**config.mk**
```make
export PLATFORM = sky130hd
export DESIGN_NAME = exStage
export DESIGN_NICKNAME = d
export VERILOG_FILES = /design/src/exPkg.sv /design/src/exCtrlIf.sv /design/src/execControl.sv /design/src/operandSelect.sv /design/src/alu.sv /design/src/resultSelect.sv /design/src/exStage.sv
export VERILOG_INCLUDE_DIRS = /design/src /design/src/src
export SDC_FILE = /design/constraint.sdc
export NUM_CORES = 1
export LEC_CHECK = 0
export BUFFER_PORTS_ARGS = -buffer_cell sky130_fd_sc_hd__buf_2
export CELL_PAD_IN_SITES_DETAIL_PLACEMENT = 1
export CELL_PAD_IN_SITES_GLOBAL_PLACEMENT = 1
export CORE_UTILIZATION = 41
export CTS_CLUSTER_SIZE = 24
export DETAILED_ROUTE_END_ITERATION = 8
export GPL_ROUTABILITY_DRIVEN = 0
export HOLD_SLACK_MARGIN = 0.12
export PLACE_DENSITY_LB_ADDON = 0.08
export SLEW_MARGIN = 10
export SYNTH_ARGS = -nofsm -noshare
export SYNTH_HDL_FRONTEND = slang
export SYNTH_SLANG_ARGS = --single-unit
```
**constraint.sdc**
```tcl
create_clock -name clk -period 6.5 [get_ports clk]
set_clock_uncertainty 0.05 [all_clocks]
set_input_delay 0.65 -clock clk [delete_from_list [all_inputs] [get_ports clk]]
set_output_delay 0.65 -clock clk [all_outputs]
set_load 0.02 [all_outputs]
```
**src/exCfg.svh**
```systemverilog
`ifndef EX_CFG_SVH
`define EX_CFG_SVH

// Datapath width of the execute stage
`define EX_DATA_W 16

// Full five-bit instruction class codes
`define EX_OP_LBI  5'b11000
`define EX_OP_SLBI 5'b10010
`define EX_OP_BTR  5'b11001
`define EX_OP_JAL  5'b00110
`define EX_OP_JALR 5'b00111

// Upper three bits of the class code
// Branches use the low bits for the condition, set ops for the compare
`define EX_CLASS_BRANCH 3'b011
`define EX_CLASS_SET    3'b111

`endif

```
**src/exPkg.sv**
```systemverilog
`include "exCfg.svh"

package exPkg;

    // Word carried for operands, pc and result
    typedef logic [`EX_DATA_W-1:0] dataT;

    // Instruction class code as it leaves the ID/EX latch
    typedef logic [4:0] instrOpT;

    // Forwarding select, one per ALU operand
    typedef enum logic [1:0] {
        fwdNone    = 2'b00,
        fwdMemWb   = 2'b01,
        fwdExMem   = 2'b10,
        fwdMemData = 2'b11
    } fwdSelT;

    // ALU operation from the decoder
    typedef enum logic [2:0] {
        opRll = 3'b000,
        opSll = 3'b001,
        opRor = 3'b010,
        opSrl = 3'b011,
        opAdd = 3'b100,
        opAnd = 3'b101,
        opOr  = 3'b110,
        opXor = 3'b111
    } aluOperT;

    // Set condition, taken from the two low class bits
    typedef enum logic [1:0] {
        setEq = 2'b00,
        setLt = 2'b01,
        setLe = 2'b10,
        setCo = 2'b11
    } setCondT;

endpackage

```
**src/exCtrlIf.sv**
```systemverilog
`timescale 1ns/1ps

interface exCtrlIf;
    import exPkg::*;

    // One-hot style instruction class decode
    logic    isLbi;
    logic    isSlbi;
    logic    isBranch;
    logic    isSet;
    logic    isBtr;
    logic    isLink;
    setCondT setCond;
    // Load enable for the EX/MEM register
    logic    capture;

    modport ctrl (
        output isLbi, isSlbi, isBranch, isSet, isBtr, isLink, setCond, capture
    );

    modport opnd (
        input isLbi, isSlbi, isBranch
    );

    modport res (
        input isSet, isBtr, isLink, setCond, capture
    );

endinterface

```
**src/execControl.sv**
```systemverilog
`timescale 1ns/1ps
`include "exCfg.svh"

module execControl (
    input  logic           clk,
    input  logic           rst,
    input  logic           inValid,
    input  exPkg::instrOpT aluOp,
    exCtrlIf.ctrl          ctrl,
    output logic           outValid
);
    import exPkg::*;

    logic [2:0] upperClass;
    logic       isJal;
    logic       isJalr;

    assign upperClass = aluOp[4:2];

    // Exact class matches
    always_comb begin
        ctrl.isLbi  = (aluOp == `EX_OP_LBI);
        ctrl.isSlbi = (aluOp == `EX_OP_SLBI);
        ctrl.isBtr  = (aluOp == `EX_OP_BTR);
    end

    // Both link forms pass pc on as the result
    assign isJal       = (aluOp == `EX_OP_JAL);
    assign isJalr      = (aluOp == `EX_OP_JALR);
    assign ctrl.isLink = isJal | isJalr;

    // Group matches on the upper three bits
    // beqz, bnez, bltz and bgez share one group
    assign ctrl.isBranch = (upperClass == `EX_CLASS_BRANCH);
    // seq, slt, sle and sco share the other
    assign ctrl.isSet    = (upperClass == `EX_CLASS_SET);

    // Compare type sits in the two low bits
    assign ctrl.setCond = setCondT'(aluOp[1:0]);

    // Every valid instruction is taken, memory never pushes back
    assign ctrl.capture = inValid;

    // Valid bit travelling alongside the EX/MEM payload
    always_ff @(posedge clk) begin
        if (rst) begin
            outValid <= 1'b0;
        end else begin
            outValid <= inValid;
        end
    end

endmodule

```
**src/operandSelect.sv**
```systemverilog
`timescale 1ns/1ps

module operandSelect (
    input  exPkg::dataT   readData1,
    input  exPkg::dataT   readData2,
    input  exPkg::dataT   immVal,
    input  exPkg::dataT   aluResExMem,
    input  exPkg::dataT   aluResMemWb,
    input  exPkg::dataT   memDataMemWb,
    input  logic          aluSrc,
    input  exPkg::fwdSelT forwardA,
    input  exPkg::fwdSelT forwardB,
    input  logic          invA,
    input  logic          invB,
    exCtrlIf.opnd         ctrl,
    output exPkg::dataT   opA,
    output exPkg::dataT   opB
);
    import exPkg::*;

    dataT preA;
    dataT preB;
    dataT srcB;
    dataT fwdA;
    dataT fwdB;

    // Pick between the local operand and the three bypass paths
    function automatic dataT forwardMux(input fwdSelT sel, input dataT localVal);
        dataT picked;
        case (sel)
            fwdMemWb:   picked = aluResMemWb;
            fwdExMem:   picked = aluResExMem;
            fwdMemData: picked = memDataMemWb;
            default:    picked = localVal;
        endcase
        return picked;
    endfunction

    // Operand A: lbi adds to zero, slbi moves Rs up a byte first
    always_comb begin
        if (ctrl.isLbi) begin
            preA = '0;
        end else if (ctrl.isSlbi) begin
            preA = readData2 << 8;
        end else begin
            preA = readData2;
        end
    end

    // Operand B: immediate or register, cleared for branches
    assign srcB = aluSrc ? immVal : readData1;
    assign preB = ctrl.isBranch ? '0 : srcB;

    always_comb begin
        fwdA = forwardMux(forwardA, preA);
        fwdB = forwardMux(forwardB, preB);
    end

    // Inversion is applied to the forwarded values
    assign opA = invA ? ~fwdA : fwdA;
    assign opB = invB ? ~fwdB : fwdB;

endmodule

```
**src/alu.sv**
```systemverilog
`timescale 1ns/1ps
`include "exCfg.svh"

module alu (
    input  exPkg::dataT    inA,
    input  exPkg::dataT    inB,
    input  logic           cIn,
    input  logic           sign,
    input  exPkg::aluOperT oper,
    output exPkg::dataT    aluOut,
    output logic           zero,
    output logic           ltz,
    output logic           ovf
);
    import exPkg::*;

    localparam int DataW = `EX_DATA_W;

    logic [3:0]         shAmt;
    logic [2*DataW-1:0] doubled;
    dataT               rotLeft;
    dataT               rotRight;
    logic [DataW:0]     sumWide;
    dataT               sum;
    logic               carryOut;
    logic               signedOvf;
    logic               isAdd;

    // Shift count comes from the low nibble of operand B
    assign shAmt = inB[3:0];

    // Rotates done on a doubled copy of operand A
    assign doubled  = {inA, inA};
    assign rotLeft  = dataT'(doubled >> (DataW - shAmt));
    assign rotRight = dataT'(doubled >> shAmt);

    // Adder with carry-in, carry-out kept in the top bit
    assign sumWide  = {1'b0, inA} + {1'b0, inB} + {{DataW{1'b0}}, cIn};
    assign sum      = sumWide[DataW-1:0];
    assign carryOut = sumWide[DataW];

    // Signed overflow when like-signed inputs give the other sign
    assign signedOvf = (inA[DataW-1] == inB[DataW-1]) && (sum[DataW-1] != inA[DataW-1]);

    always_comb begin
        aluOut = inA;
        case (oper)
            opRll: aluOut = rotLeft;
            opSll: aluOut = inA << shAmt;
            opRor: aluOut = rotRight;
            opSrl: aluOut = inA >> shAmt;
            opAdd: aluOut = sum;
            opAnd: aluOut = inA & inB;
            opOr:  aluOut = inA | inB;
            opXor: aluOut = inA ^ inB;
            default: aluOut = inA;
        endcase
    end

    assign isAdd = (oper == opAdd);

    assign zero = (aluOut == '0);

    // Unsigned compare reads a missing carry as a borrow
    assign ltz = sign ? aluOut[DataW-1] : ~carryOut;

    // Only add reports overflow
    assign ovf = isAdd & (sign ? signedOvf : carryOut);

endmodule

```
**src/resultSelect.sv**
```systemverilog
`timescale 1ns/1ps

module resultSelect (
    input  logic        clk,
    input  logic        rst,
    input  exPkg::dataT aluOut,
    input  exPkg::dataT readData2,
    input  exPkg::dataT pc,
    input  logic        zero,
    input  logic        ltz,
    input  logic        ovf,
    exCtrlIf.res        ctrl,
    output exPkg::dataT result,
    output logic        zeroQ,
    output logic        ltzQ,
    output logic        errQ
);
    import exPkg::*;

    logic setBit;
    dataT setWord;
    dataT btrWord;
    dataT nextResult;

    function automatic dataT reverseBits(input dataT value);
        dataT flipped;
        for (int i = 0; i < $bits(dataT); i++) begin
            flipped[i] = value[$bits(dataT)-1-i];
        end
        return flipped;
    endfunction

    // Compare outcome from the ALU flags
    always_comb begin
        case (ctrl.setCond)
            setEq:   setBit = zero;
            setLt:   setBit = ltz;
            setLe:   setBit = zero | ltz;
            setCo:   setBit = ovf;
            default: setBit = 1'b0;
        endcase
    end

    assign setWord = dataT'(setBit);
    assign btrWord = reverseBits(readData2);

    // Link wins over btr, btr over set, set over the plain ALU value
    always_comb begin
        if (ctrl.isLink) begin
            nextResult = pc;
        end else if (ctrl.isBtr) begin
            nextResult = btrWord;
        end else if (ctrl.isSet) begin
            nextResult = setWord;
        end else begin
            nextResult = aluOut;
        end
    end

    // EX/MEM register, holds while no instruction is valid
    always_ff @(posedge clk) begin
        if (rst) begin
            result <= '0;
            zeroQ  <= 1'b0;
            ltzQ   <= 1'b0;
            errQ   <= 1'b0;
        end else if (ctrl.capture) begin
            result <= nextResult;
            zeroQ  <= zero;
            ltzQ   <= ltz;
            errQ   <= ovf;
        end
    end

endmodule

```
**src/exStage.sv**
```systemverilog
`timescale 1ns/1ps

module exStage (
    input  logic           clk,
    input  logic           rst,
    input  logic           inValid,
    input  exPkg::instrOpT aluOp,
    input  exPkg::aluOperT aluControl,
    input  logic           aluSrc,
    input  logic           invA,
    input  logic           invB,
    input  logic           cIn,
    input  logic           sign,
    input  exPkg::fwdSelT  forwardA,
    input  exPkg::fwdSelT  forwardB,
    input  exPkg::dataT    readData1,
    input  exPkg::dataT    readData2,
    input  exPkg::dataT    immVal,
    input  exPkg::dataT    pc,
    input  exPkg::dataT    aluResExMem,
    input  exPkg::dataT    aluResMemWb,
    input  exPkg::dataT    memDataMemWb,
    output exPkg::dataT    result,
    output logic           zero,
    output logic           ltz,
    output logic           err,
    output logic           outValid
);
    import exPkg::*;

    dataT opA;
    dataT opB;
    dataT aluOut;
    logic aluZero;
    logic aluLtz;
    logic aluOvf;

    exCtrlIf ctrlBus ();

    execControl uControl (
        .clk      (clk),
        .rst      (rst),
        .inValid  (inValid),
        .aluOp    (aluOp),
        .ctrl     (ctrlBus.ctrl),
        .outValid (outValid)
    );

    operandSelect uOperands (
        .readData1    (readData1),
        .readData2    (readData2),
        .immVal       (immVal),
        .aluResExMem  (aluResExMem),
        .aluResMemWb  (aluResMemWb),
        .memDataMemWb (memDataMemWb),
        .aluSrc       (aluSrc),
        .forwardA     (forwardA),
        .forwardB     (forwardB),
        .invA         (invA),
        .invB         (invB),
        .ctrl         (ctrlBus.opnd),
        .opA          (opA),
        .opB          (opB)
    );

    alu uAlu (
        .inA    (opA),
        .inB    (opB),
        .cIn    (cIn),
        .sign   (sign),
        .oper   (aluControl),
        .aluOut (aluOut),
        .zero   (aluZero),
        .ltz    (aluLtz),
        .ovf    (aluOvf)
    );

    resultSelect uResult (
        .clk       (clk),
        .rst       (rst),
        .aluOut    (aluOut),
        .readData2 (readData2),
        .pc        (pc),
        .zero      (aluZero),
        .ltz       (aluLtz),
        .ovf       (aluOvf),
        .ctrl      (ctrlBus.res),
        .result    (result),
        .zeroQ     (zero),
        .ltzQ      (ltz),
        .errQ      (err)
    );

endmodule

```
After elaboration in Yosys (flattened, before gate mapping) --
Cells that the tools add are included.
Word-level totals: input port bits 132, output and inout port bits 20, logic and storage cells 65, register bits after elaboration 20
Cells by class: muxes and demuxes 15, bitwise logic cells 9, shift-type cells 4, $add $sub $neg 3, equal/unequal tests 25, reductions and logical operators 4
Operators by type and width (count):
- $mux 16 | 9
- $pmux 16 s8 | 1
- $pmux 16 s3 | 2
- $not 16->16 | 2
- $shr 32x32->16 | 1
- $shr 32x4->16 | 1
- $add 16x16->17 | 1
- $add 17x1->17 | 1
- $and 16x16->16 | 1
- $logic_not 16->1 | 1
- $or 16x16->16 | 1
- $shl 16x4->16 | 1
- $shr 16x4->16 | 1
- $xor 16x16->16 | 1
- $eq 3x3->1 const B | 5
- $eq 5x5->1 const B | 3
- $eq 2x2->1 const B | 6
- $eq 5x3->1 const B | 2
- $eq 3x2->1 const B | 3
- $eq 2x1->1 const B | 3
- $sub 5x4->6 const A | 1
- $pmux 1 s4 | 1
- $eq 3x1->1 const B | 1
- $logic_not 3->1 | 1
- other kinds (8) | 10

Logic depth before layout (Yosys ltp) --
depth after elaboration 16, gate-level depth with buffers 26, depth with buffers taken out 20

Modules after synthesis --
Synthesis repeated with hierarchy kept, for this count alone.
Unflattened totals: cells, all modules 990, area, all modules 8015.2 um^2
Modules (own cells, without submodules):
- alu | sequential area each 0.0 um^2, area each 4647.0 um^2, cells each 616, instances 1
- operandSelect | sequential area each 0.0 um^2, area each 2072.0 um^2, cells each 234, instances 1
- resultSelect | sequential area each 380.4 um^2, area each 1156.1 um^2, cells each 127, instances 1
- execControl | sequential area each 20.0 um^2, area each 140.1 um^2, cells each 13, instances 1

Worst setup path before layout --
No wires, ideal clock.
kind input port to flip-flop, from input port aluOp[3], to register uResult.result[0], path slack 1.139 ns, cell stages on the path 26, setup time 0.074 ns, data arrival time 5.237 ns, cell sequence buf_2 > and3b_1 > buf_2 > nor4_1 > or3_1 > and2_1 > buf_4 > buf_2 > buf_2 > buf_2 > fa_1 > inv_1 > fa_1 > nor2b_1 > o21ai_0 > a21oi_1 > o31a_1 > o221ai_1 > o21ai_0 > xnor2_1 > nor2_1 > o31ai_1 > nand4_1 > nor4_2 > nand3b_1 > a31oi_1
On the way: cells in the longest elaborated chain, start to end 16, elaborated cells between the ends (all ways) 41, those cells by class add/sub: 3; eq/ne: 9; shift: 4; mux: 14; bitwise: 9; reduce/logical: 2
Ends and longest elaborated chain:
- start: declaration | RTL line exStage.sv:7 | input exPkg::instrOpT aluOp,
- branches (longest 15 deep; another with $add 16x16->17)
- $mux 16 (*) | RTL line resultSelect.sv:49 | if (ctrl.isLink) begin
- end signal: assignment | RTL line resultSelect.sv:68 | result <= nextResult;
- end: declaration | RTL line resultSelect.sv:13 | output exPkg::dataT result,
Mark *: on every way between the ends. A chain may end at the register's enable or synchronous reset.

Final worst setup path --
from input port aluOp[2], to register uResult.result[0]
The elaborated chain is that of the path after synthesis.

==> reports/results.ini <==
[drt]
dr.max_layer_used=met4
vias=9395
met2_length_um=15200
vias_per_cell=6.86
wirelength_um=35500
first_pass_iters=6
routedWlPerCell_um=25.9
dr_wl_met3_um=3760
drc=0
drtAntennaViolNets=0
m1WireLength_um=14800
initialDrtViolationCount=1021

[clocking]
cts.clk_slew.worst_paths_ns=0.06
cts_tree=yes
cts.sinks=20
clk_path_buf_depth=2
cts_resized=0
cts_max_level=1
root_buffer=clkbuf_16
cts_made_buffers=3
post-cts-setup-buffers=0
hold_buffers=0
clk_latency_ns=0.26

[synth]
async_flop_share_pct=0
syn_nets=1211
syn_avg_cell_area_um2=7.15
synth_cell_types=83
seq_area_frac_synth_pct=5.37
netlist_area_um2=7460
yosys_warnings=0
ys.flop_type=dfxtp_1
synth-seq-cells=20
synth_edf_count=0
netlist_instances=1043

[placed_design]
dp.cells=1365
hpwl_um=27900
portBuffers=151

[grt]
grt_use_total_pct=37.6
grt_overflow_total=0
grt_pass1_wl_um=53300
grt_max_degree=53
antenna_found_initial=1
grt_pass1_vias=8998

[layout]
final_util_pct=48.3
layout.nets=1313
layout_commonest_cell=buf_2
drive_gt1_share_pct=21.9
synthToLayoutAreaGrowth_pct=13.5
instances_no_fill=1370
layout_common_cells=buf_2 (151), mux2i_1 (114), nand2_1 (108)

[die]
core-area_um2=17500
fp-row-count=48
die_h_um=137
dieArea_um2=18700
initial_core_util_pct=42.5
io_pins=152
die_w_um=137

[setup_path]
path_max_fanout=11
rrSetupSlack_ns=5.53
critPathCapture=uResult.result[0]$_SDFFE_PP0P_
worstRegToRegCells=3
r2r-start=uResult.result[0]$_SDFFE_PP0P_
r2r-end=uResult.result[0]$_SDFFE_PP0P_
required_ns=6.63
crit_type=primary input to register
worst_setup_path_start_kind=primary input
cp-end-kind=register
arrival_ns=6.25
startpoint=aluOp[2]

[run]
cap_violations=0

[sta]
hold_viol_final=0
max_freq_mhz=164
tns_ns=0
fin_crit_ns=6.11
setup_viol=0
final_max_slew_viol_count=0
rsz0062_at_grt=false
finalCritPeriodShare_pct=94.0
worstMarginPinSlew_ns=1.17
relSlewSlack_pct=21.8

[power_and_ir_drop]
powerDensity_nw_per_um2=205
p_leak_uw=0.00362
ir_worst_vdd_v=0.000206
finalPower_uw=1730

[run_status]
status=completed

[min_path]
hold_class=register to register

[per-stage QoR]
step	cell area, µm²	setup WS (ns)	hold WS (ns)
5_1_grt	8460	0.236	0.433
4_1_cts	8460	0.571	0.415
3_5_place_dp	8370	0.330	0.405
3_3_place_gp	8370	0.574	0.404
6_report	8470	0.387	0.410
2_1_floorplan	7460	1.14	0.480
[logic make-up after synthesis]
kind of cell	Yosys count	synth area share [%]
xor+xnor	48	6.14
flops	20	5.37
fa+ha+maj	36	6.24
mux	150	23.5
simple gates	314	19.7
compound gates	345	32.0
buf+inv	130	7.13
[power breakdown]
group | internal [µW] | leakage (µW) | total [µW] | switching, µW
combinational | 542 | 0.00341 | 1450 | 907
clock | 94.0 | 0.0000442 | 144 | 50.3
sequential | 135 | 0.000164 | 141 | 5.75
total | 771 | 0.00362 | 1730 | 963
[routing by layer]
metal,up-vias,global-route usage [%]
li1,4172,-
met4,0,16.5
met3,123,7.41
met5,-,0
met1,4485,50.3
met2,615,58.1
[area by class of cell]
type,count,area (µm²)
timing repair buffer,182,988
fill,2292,9070
inverter,45,171
clock buffer,4,88.8
sequential,20,400
antenna,1,2.50
multi-input combinational,893,6530
tap,225,282
[critical path: stages]
cell      delay [ns]
buf_2           0.14
or3b_1          0.53
o21a_1          0.31
a222oi_1        0.42
xnor2_1         0.33
fa_1            0.32
inv_1           0.07
fa_1            0.46
nor2b_1         0.12
o21ai_0         0.10
a21oi_1         0.29
o21a_1          0.19
nor2_1          0.05
xnor2_1         0.12
o311ai_0        0.56
o211ai_1        0.24
nor3_1          0.42
nand4_1         0.19
nor4_2          0.39
nand3b_1        0.14
a31oi_1         0.18
[worst min path at each step]
stage,from,cells past startpoint,slack (ns),to
global placement,uResult.result[1]$_SDFFE_PP0P_,2,0.40,uResult.result[1]$_SDFFE_PP0P_
finish,uResult.result[1]$_SDFFE_PP0P_,2,0.41,uResult.result[1]$_SDFFE_PP0P_
detailed placement,uResult.result[1]$_SDFFE_PP0P_,2,0.41,uResult.result[1]$_SDFFE_PP0P_
floorplan,uResult.zeroQ$_SDFFE_PP0P_,2,0.48,uResult.zeroQ$_SDFFE_PP0P_
global route,uResult.result[7]$_SDFFE_PP0P_,2,0.43,uResult.result[7]$_SDFFE_PP0P_
CTS,uResult.result[1]$_SDFFE_PP0P_,2,0.41,uResult.result[1]$_SDFFE_PP0P_
[state kept, by name, indices dropped and copies added (netlist names)]
name and count:
uResult.result 16, uControl.outValid 1, uResult.errQ 1, uResult.ltzQ 1
uResult.zeroQ 1
[Yosys cell counts (all sizes together), types with 9 or more instances]
library cell  instances  area share (%)
a211oi               19             1.9
a21oi                60             4.0
a22oi                22             2.2
a31oi                12             1.0
buf                  43             2.7
clkbuf               42             2.1
dfxtp                20             5.4
ha                   34             5.7
inv                  41             2.1
mux2                 17             2.6
mux2i               115              15
mux4                 18             5.4
nand2               108             5.4
nand2b               11            0.92
nand3                30             2.0
nor2                 81             4.1
nor3                 27             1.9
o211ai               29             2.9
o21ai                72             4.8
o22ai                13             1.2
o2bb2ai              11             1.3
o31ai                16             1.6
or3                   9            0.75
xnor2                44             5.7
Power figures use the tool's default switching activity.
